## src/rob_pkg.sv

```systemverilog
package rob_pkg;

    // buffer geometry
    localparam int ROB_DEPTH = 16;
    localparam int TAG_W     = $clog2(ROB_DEPTH);

    // architectural widths
    localparam int REG_W  = 5;
    localparam int DATA_W = 32;

    // credit counter holds 0..ROB_DEPTH
    localparam int CRED_W = TAG_W + 1;

    typedef logic [TAG_W-1:0]  rob_tag_t;
    typedef logic [REG_W-1:0]  reg_idx_t;
    typedef logic [DATA_W-1:0] data_t;

    // one reorder buffer slot
    typedef struct packed {
        reg_idx_t rd;
        logic     is_store;
        logic     pred_taken;
        logic     done;
        data_t    data;
        logic     taken;
        data_t    target;
    } rob_entry_t;

endpackage
```

## src/rob_head_if.sv

```systemverilog
interface rob_head_if;
    import rob_pkg::*;

    // head slot, valid only when occupied and done
    logic       head_valid;
    rob_tag_t   head_tag;
    rob_entry_t head_entry;

    // retire side controls
    logic       pop;
    logic       flush;

    modport buffer (
        output head_valid,
        output head_tag,
        output head_entry,
        input  pop,
        input  flush
    );

    modport retire (
        input  head_valid,
        input  head_tag,
        input  head_entry,
        output pop,
        output flush
    );

endinterface

```

## src/rob_alloc_if.sv

```systemverilog
interface rob_alloc_if;
    import rob_pkg::*;

    // one-cycle write strobe per accepted dispatch
    logic     valid;
    rob_tag_t tag;
    reg_idx_t rd;
    logic     is_store;
    logic     pred_taken;

    modport producer (
        output valid,
        output tag,
        output rd,
        output is_store,
        output pred_taken
    );

    modport buffer (
        input valid,
        input tag,
        input rd,
        input is_store,
        input pred_taken
    );

endinterface

```

## src/rob_top.sv

```systemverilog
module rob_top (
    input  logic              clk,
    input  logic              rst_n,

    // dispatch
    input  logic              disp_valid,
    input  rob_pkg::reg_idx_t disp_rd,
    input  logic              disp_is_store,
    input  logic              disp_pred_taken,
    output logic              disp_ready,
    output rob_pkg::rob_tag_t disp_tag,

    // completion
    input  logic              cpl_valid,
    input  rob_pkg::rob_tag_t cpl_tag,
    input  rob_pkg::data_t    cpl_data,
    input  logic              cpl_taken,
    input  rob_pkg::data_t    cpl_target,

    // commit
    input  logic              retire_ready,
    output logic              rf_we,
    output rob_pkg::reg_idx_t rf_rd,
    output rob_pkg::data_t    rf_data,
    output logic              store_commit,
    output rob_pkg::rob_tag_t store_tag,
    output logic              redirect_valid,
    output rob_pkg::data_t    redirect_pc
);

    logic credit_return;
    logic flush;

    rob_alloc_if alloc_bus ();
    rob_head_if  head_bus ();

    rob_dispatch u_dispatch (
        .clk             (clk),
        .rst_n           (rst_n),
        .disp_valid      (disp_valid),
        .disp_rd         (disp_rd),
        .disp_is_store   (disp_is_store),
        .disp_pred_taken (disp_pred_taken),
        .credit_return   (credit_return),
        .flush           (flush),
        .disp_ready      (disp_ready),
        .disp_tag        (disp_tag),
        .alloc           (alloc_bus.producer)
    );

    rob_buffer u_buffer (
        .clk        (clk),
        .rst_n      (rst_n),
        .cpl_valid  (cpl_valid),
        .cpl_tag    (cpl_tag),
        .cpl_data   (cpl_data),
        .cpl_taken  (cpl_taken),
        .cpl_target (cpl_target),
        .alloc      (alloc_bus.buffer),
        .head       (head_bus.buffer)
    );

    rob_retire u_retire (
        .clk            (clk),
        .rst_n          (rst_n),
        .retire_ready   (retire_ready),
        .rf_we          (rf_we),
        .rf_rd          (rf_rd),
        .rf_data        (rf_data),
        .store_commit   (store_commit),
        .store_tag      (store_tag),
        .redirect_valid (redirect_valid),
        .redirect_pc    (redirect_pc),
        .credit_return  (credit_return),
        .flush          (flush),
        .head           (head_bus.retire)
    );

endmodule

```

## src/rob_retire.sv

```systemverilog
module rob_retire (
    input  logic              clk,
    input  logic              rst_n,
    input  logic              retire_ready,
    output logic              rf_we,
    output rob_pkg::reg_idx_t rf_rd,
    output rob_pkg::data_t    rf_data,
    output logic              store_commit,
    output rob_pkg::rob_tag_t store_tag,
    output logic              redirect_valid,
    output rob_pkg::data_t    redirect_pc,
    output logic              credit_return,
    output logic              flush,
    rob_head_if.retire        head
);
    import rob_pkg::*;

    rob_entry_t entry;
    logic       pop;
    logic       mispredict;
    logic       writes_rf;

    assign entry = head.head_entry;

    // younger entries must not leave during the flush cycle
    assign pop = head.head_valid && retire_ready && !flush;

    assign mispredict = entry.taken != entry.pred_taken;
    assign writes_rf  = !entry.is_store && (entry.rd != '0);

    assign head.pop   = pop;
    assign head.flush = flush;

    // commit strobes, one cycle each
    always_ff @(posedge clk or negedge rst_n) begin
        if (!rst_n) begin
            rf_we          <= 1'b0;
            store_commit   <= 1'b0;
            redirect_valid <= 1'b0;
            flush          <= 1'b0;
            credit_return  <= 1'b0;
        end else begin
            rf_we          <= pop && writes_rf;
            store_commit   <= pop && entry.is_store;
            redirect_valid <= pop && mispredict;
            flush          <= pop && mispredict;
            credit_return  <= pop;
        end
    end

    // commit payload
    always_ff @(posedge clk) begin
        if (pop) begin
            rf_rd       <= entry.rd;
            rf_data     <= entry.data;
            store_tag   <= head.head_tag;
            redirect_pc <= entry.target;
        end
    end

endmodule

```

## src/rob_buffer.sv

```systemverilog
module rob_buffer (
    input  logic              clk,
    input  logic              rst_n,
    input  logic              cpl_valid,
    input  rob_pkg::rob_tag_t cpl_tag,
    input  rob_pkg::data_t    cpl_data,
    input  logic              cpl_taken,
    input  rob_pkg::data_t    cpl_target,
    rob_alloc_if.buffer       alloc,
    rob_head_if.buffer        head
);
    import rob_pkg::*;

    rob_entry_t             entries [ROB_DEPTH];
    logic [ROB_DEPTH-1:0]   occupied;
    rob_tag_t               head_ptr;
    logic                   cpl_hit;

    // stale or duplicate completions fall through here
    assign cpl_hit = cpl_valid && occupied[cpl_tag] && !entries[cpl_tag].done;

    // head presentation
    assign head.head_valid = occupied[head_ptr] && entries[head_ptr].done;
    assign head.head_tag   = head_ptr;
    assign head.head_entry = entries[head_ptr];

    // slot payload
    always_ff @(posedge clk) begin
        if (alloc.valid) begin
            entries[alloc.tag] <= '{
                rd:         alloc.rd,
                is_store:   alloc.is_store,
                pred_taken: alloc.pred_taken,
                done:       1'b0,
                data:       '0,
                taken:      1'b0,
                target:     '0
            };
        end
        if (cpl_hit) begin
            entries[cpl_tag].data   <= cpl_data;
            entries[cpl_tag].taken  <= cpl_taken;
            entries[cpl_tag].target <= cpl_target;
            entries[cpl_tag].done   <= 1'b1;
        end
    end

    // occupancy tracking
    always_ff @(posedge clk or negedge rst_n) begin
        if (!rst_n) begin
            occupied <= '0;
        end else if (head.flush) begin
            occupied <= '0;
        end else begin
            if (alloc.valid) begin
                occupied[alloc.tag] <= 1'b1;
            end
            // tail never reaches a slot still in use, so no clash with alloc
            if (head.pop) begin
                occupied[head_ptr] <= 1'b0;
            end
        end
    end

    // head pointer
    always_ff @(posedge clk or negedge rst_n) begin
        if (!rst_n) begin
            head_ptr <= '0;
        end else if (head.flush) begin
            head_ptr <= '0;
        end else if (head.pop) begin
            head_ptr <= head_ptr + 1'b1;
        end
    end

endmodule

```

## src/rob_dispatch.sv

```systemverilog
module rob_dispatch (
    input  logic              clk,
    input  logic              rst_n,
    input  logic              disp_valid,
    input  rob_pkg::reg_idx_t disp_rd,
    input  logic              disp_is_store,
    input  logic              disp_pred_taken,
    input  logic              credit_return,
    input  logic              flush,
    output logic              disp_ready,
    output rob_pkg::rob_tag_t disp_tag,
    rob_alloc_if.producer     alloc
);
    import rob_pkg::*;

    logic [CRED_W-1:0] credits;
    rob_tag_t          tail;
    logic              accept;

    // no new entries while the buffer is being cleared
    assign disp_ready = (credits != '0) && !flush;
    assign accept     = disp_valid && disp_ready;

    // tag is the tail slot, known before the edge
    assign disp_tag = tail;

    assign alloc.valid      = accept;
    assign alloc.tag        = tail;
    assign alloc.rd         = disp_rd;
    assign alloc.is_store   = disp_is_store;
    assign alloc.pred_taken = disp_pred_taken;

    always_ff @(posedge clk or negedge rst_n) begin
        if (!rst_n) begin
            tail <= '0;
        end else if (flush) begin
            tail <= '0;
        end else if (accept) begin
            tail <= tail + 1'b1;
        end
    end

    // one credit per free slot, returned by retire
    always_ff @(posedge clk or negedge rst_n) begin
        if (!rst_n) begin
            credits <= CRED_W'(ROB_DEPTH);
        end else if (flush) begin
            // full refill, pending returns are dropped
            credits <= CRED_W'(ROB_DEPTH);
        end else begin
            case ({accept, credit_return})
                2'b10:   credits <= credits - 1'b1;
                2'b01:   credits <= credits + 1'b1;
                default: credits <= credits;
            endcase
        end
    end

endmodule

```

## config.mk

```make
export PLATFORM = sky130hd
export DESIGN_NAME = rob_top
export DESIGN_NICKNAME = d
export VERILOG_FILES = /design/src/rob_pkg.sv /design/src/rob_head_if.sv /design/src/rob_alloc_if.sv /design/src/rob_top.sv /design/src/rob_retire.sv /design/src/rob_buffer.sv /design/src/rob_dispatch.sv
export SDC_FILE = /design/constraint.sdc
export NUM_CORES = 2
export LEC_CHECK = 0
export BUFFER_PORTS_ARGS = -buffer_cell sky130_fd_sc_hd__buf_2
export CAP_MARGIN = 40
export CORE_MARGIN = 10
export CORE_UTILIZATION = 47
export DETAILED_ROUTE_END_ITERATION = 8
export PLACE_DENSITY_LB_ADDON = 0.05
export SLEW_MARGIN = 20
export SYNTH_ARGS = -nofsm -noshare
export SYNTH_HDL_FRONTEND = slang
export SYNTH_HIERARCHICAL = 1
export SYNTH_SLANG_ARGS = --single-unit
```

## constraint.sdc

```tcl
create_clock -name clk -period 7.8 [get_ports clk]
set_input_delay 0.39 -clock clk [delete_from_list [all_inputs] [get_ports clk]]
set_output_delay 0.39 -clock clk [all_outputs]
set_load 0.05 [all_outputs]
```

== Word level (Yosys, flattened, before mapping) ==
Memories as Yosys holds them, arrays and structs flattened.
Cells that the tools add are included.
Storage, ports and cells
  RAM bits: 1168
  memories: 1
  output and inout bits: 81
  bits in registers: 106
  logic and storage cells: 71
  bits of input ports: 81
Memory list
  u_buffer.entries: words 16, width 73, rd ports 2, clocked after Yosys merged registers in 0, write ports 2, RTL line rob_buffer.sv:14  | rob_entry_t entries [ROB_DEPTH];
Operators by class
  equality and inequality tests: 3
  magnitude comparators: 5
  add/subtract/negate cells: 4
  bitwise operators: 3
  reductions and logical operators: 21
  multiplexer cells: 22
Operators by type and width (number)
  16-bit two-way mux: 4
  16-bit AND: 1
  4-bit two-way mux: 4
  16-bit NOT: 1
  16-bit bitwise OR: 1
  4-bit by 5-bit less-than comparator with 1-bit output, second input constant: 3
  1-bit logical AND: 13
  5-bit case mux with 2 select lines: 1
  5-bit nonzero test: 2
  4-bit by 1-bit adder with 4-bit output, second input constant: 2
  1-bit binary-select mux with 4-bit select: 2
  1-bit demux with 4-bit select: 2
  4-bit by 1-bit >= comparator with 1-bit output, second input constant: 2
  1-bit two-way mux: 8
  5-bit by 1-bit adder with 5-bit output, second input constant: 1
  5-bit two-way mux: 1
  5-bit by 1-bit subtractor with 5-bit output, second input constant: 1
  2-bit nonzero test: 2
  1-bit zero test: 3
  3-bit nonzero test: 1
  2-bit by 1-bit == test with 1-bit output, second input constant: 1
  2-bit == test, second input constant: 1
  1-bit != test: 1

== Longest topological paths before layout ==
  depth in word-level cells: 10
  depth in mapped cells: 13

== Modules after synthesis ==
The synthesis kept the hierarchy.
By module, submodules not included
  rob_buffer: seq. area each 35414.0 um2, area each 54775.0 um2, cells an instance 3721, instances 1
  rob_retire: seq. area each 2292.2 um2, area each 2372.3 um2, cells an instance 88, instances 1
  rob_dispatch: seq. area each 226.5 um2, area each 710.7 um2, cells an instance 73, instances 1

== Worst setup path after synthesis ==
OpenSTA, ideal clock, no wires.
  path type: input-to-reg
  start point: input cpl_tag[3]
  end point: memory u_buffer/entries[4][0] (netlist name), enable pin
  stages on the path: 7
  data arrival time: 6247 ps
  path buffers: 3
  required time: 7216 ps
  slack: 969 ps
  setup time: 584 ps
  cells stage by stage: clkbuf_1 -> and2_1 -> a32oi_1 -> a31oi_1 -> clkbuf_1 -> buf_2 -> o31ai_1
RTL lines
  start, declared: RTL line rob_top.sv:15  | input rob_pkg::rob_tag_t cpl_tag,
  end, declared: RTL line rob_buffer.sv:14

==> metrics.yaml <==
sta:
  timing.slew.headroom_pct: 16.57
  finalSetupViolCount: 0
  finalMaxSlewViolations: 0
  clock_skew_ns: 0.02154
  rsz0062_at_grt: "no"
  hold_viol_final: 0
  fmax_ghz: 0.2282
  fin_crit_sh_pct: 56.17
  worst_slack_ns: 3.419
  period_needed_ns: 4.381
  fin_tns_setup_ns: 0
  tightest_slew_ns: 1.251
outcome:
  status: "complete, no violations"
final_layout:
  n_fill_cell: 10010
  drive_above_1_share_pct: 22.61
  final_nets: 3918
  syn_to_final_growth_pct: 11.86
synthesis:
  ys_warn_count: 6
  ys_ff_latch: 1274
  synth_edf_count: 1225
  syn_area_um2: 57860
  ys_seq_area_share_pct: 65.56
  yosysTopAreaCellShare_pct: 63.58
  ys.flop_type: "edfxtp_1"
  synthDistinctLibCells: 62
  syn_nets: 3973
  syn_inst: 3882
  yosysTopAreaCell: "edfxtp_1"
  syn_avg_cell_area_um2: 14.90
  synth_area_leaders: "edfxtp_1 (64%), mux4_2 (14%), nor3_1 (4.1%), nand4_1 (2.8%), nor3b_1 (2.5%)"
  synthArstFlopShare_pct: 2.590
setup_path:
  timing.rr.start: "u_buffer/head.head_tag[0]"
  reg2reg_depth: 11
  cp_slowest_cell: "dfrtp_4"
  reg2reg_slack_ns: 3.42
  r2r-end: "u_buffer/occupied[14]"
  start_kind: "flop"
  cpPeakStageDelay_ns: 0.70
  worst-path-buf-inv: 4
  cp_max_fo: 36
  crit_type: "flop to flop"
  crit_required_ns: 8.40
  worstPathCellList: "buf_4 > mux4_2 > nand3_1 > nand3_1 > a21boi_0 > nand3b_4 > inv_4 > buf_16 > buf_4 > and3_1 > a221oi_1"
  endpoint_kind: "flop"
  cp.arrival_ns: 4.98
  crit_family: "buffers and inverters"
clock_tree:
  ctsHoldBuffers: 6
  cts_root_buf: "clkbuf_16"
  cts.clk_slew.worst_paths_ns: 0.06
  post_cts_buffers: 0
  cts_max_level: 4
  cts_tree: "yes"
  cts_resized: 0
  clockBufferDepth: 3
  cts_buffers: 140
  clk_latency_ns: 0.75
  clock_sinks: 1274
global_routing:
  grt-ovfl-total: 0
  grt_start_max_net_pins: 205
  antenna_found_initial: 11
  grt_pass1_vias: 36870
  grt.total_usage_pct: 25.24
  grt_pass1_wl_um: 255500
job:
  maxCapViolCount: 0
floorplanning:
  pin_count: 162
  dieHeight_um: 370.9
  core_area_um2: 122000
  die_w_um: 370.9
  dieArea_um2: 137500
  start_util_pct: 47.41
  row_count: 128
detailed_routing:
  ant_nets: 0
  wl_per_cell_um: 31.47
  wirelength_um: 175300
  dr.pass1.iters: 8
  drt_iter0_drc: 3915
  post_drt_via_cell_ratio: 6.511
  vias: 36270
  drc: 0
power_and_ir_drop:
  leakage_nw: 20.28
  powerDensity_nw_per_um2: 324.9
  vdd_ir_drop_max_mv: 0.2266
hold_path:
  hold_path_class: "primary input to asynchronous set/reset pin"
placement:
  place_ws_ns: 3.277
  hpwl_um: 96830
  gp_congestion: 0.8061
  io_buffers: 161
[worst max-delay path by stage]
stage	from	slack [ns]	endpoint	depth (start not counted)
floorplan	cpl_tag[3]	0.97	u_buffer/entries[4][0]	7
global placement	u_buffer/head.head_tag[0]	3.11	u_buffer/occupied[12]	9
detailed placement	u_buffer/head.head_tag[0]	3.28	u_buffer/occupied[14]	11
CTS	u_buffer/head.head_tag[0]	3.26	u_buffer/occupied[14]	11
global route	u_buffer/head.head_tag[0]	3.10	u_buffer/occupied[14]	11
finish	u_buffer/head.head_tag[0]	3.42	u_buffer/occupied[14]	11
[cell families after synthesis]
kind of cell	count (synthesis)	synth area share (%)
AOI/OAI and AO/OA	74	0.9558
xor gates and xnor gates	8	0.1535
adders and majority gates	10	0.2292
buffers and inverters	506	3.849
DFF	1274	65.56
muxes	386	14.74
and+or+nand+nor	1624	14.51
[metal layers]
layer	vias up	part of all wire (%)	track usage (%)
met5	-	0.017	0
met3	318	8.1	4.204
met4	6	2.8	7.872
li1	15030	-	-
met1	19050	39	33.24
met2	1875	50	42.79
[synth_stat cells (34+ instances only)]
| cell type | count |
|---|---|
| and2_1 | 70 |
| nor2_1 | 334 |
| mux4_2 | 372 |
| buf_2 | 55 |
| buf_1 | 34 |
| buf_4 | 37 |
| edfxtp_1 | 1225 |
| nor3_1 | 479 |
| clkbuf_1 | 331 |
| nor3b_1 | 195 |
| nand2_1 | 236 |
| nand4_1 | 263 |
[sequential cells by signal, summed over array words and instances (netlist names)]
name	flops
u_retire/rf_data	32
u_buffer/entries	1168
u_buffer/head.head_tag	4
u_retire/credit_return	1
u_retire/rf_rd	5
u_buffer/occupied	16
u_retire/store_tag	4
u_retire/rf_we	1
u_retire/flush	1
u_dispatch/credits	5
u_retire/store_commit	1
u_retire/redirect_pc	32
u_dispatch/alloc.tag	4
[cells in the final DEF, fill, tap and decap left out, types with 77 or more instances in the layout]
cell type     n
mux4_2      371
nor3_1      479
clkbuf_16   150
nor3b_1     195
edfxtp_1   1225
nand4_1     263
buf_4        77
nand2_1     230
nor2_1      331
buf_2       161
[through the flow]
stage	hold slack [ns]	util (%)	total power (W)	cell area [µm²]	std cells
after floorplan	0.09441	-	0.01295	57860	3882
after global placement	0.4690	48.89	0.01459	59660	5279
after detailed placement	0.4818	49.26	0.01480	60110	5298
after CTS	0.001575	52.90	0.02113	64560	5560
after global routing	0.04172	53.03	0.02179	64720	5569
final	0.02895	53.03	0.02103	64720	5571
[final cells by class]
type / instances / area [µm²] / area share (%)
antenna: 5 / 12.51 / 0.01933
clock buffer: 185 / 3935 / 6.080
clock inverter: 71 / 451.7 / 0.6979
timing repair buffer: 276 / 2200 / 3.399
sequential: 1274 / 37950 / 58.63
multi-input combinational: 2102 / 18010 / 27.83
tap: 1625 / 2033 / 3.141
inverter: 33 / 126.4 / 0.1953
[worst register-to-register path, delay by kind of cell (launching register included)]
kind | cells | cell delay [ns]
compound gates | 2 | 0.50
buf+inv | 4 | 1.87
flops | 1 | 0.70
mux | 1 | 0.39
simple gates | 4 | 0.78
[power by group]
| part | total, W | switching, W | leakage, nW | internal (W) |
|---|---|---|---|---|
| Sequential | 0.00878 | 0.000371 | 12.2 | 0.00841 |
| Combinational | 0.00591 | 0.00368 | 5.95 | 0.00224 |
| Clock | 0.00634 | 0.00267 | 2.16 | 0.00367 |
| Total | 0.0210 | 0.00671 | 20.3 | 0.0143 |
Power figures use the tool's default switching activity.
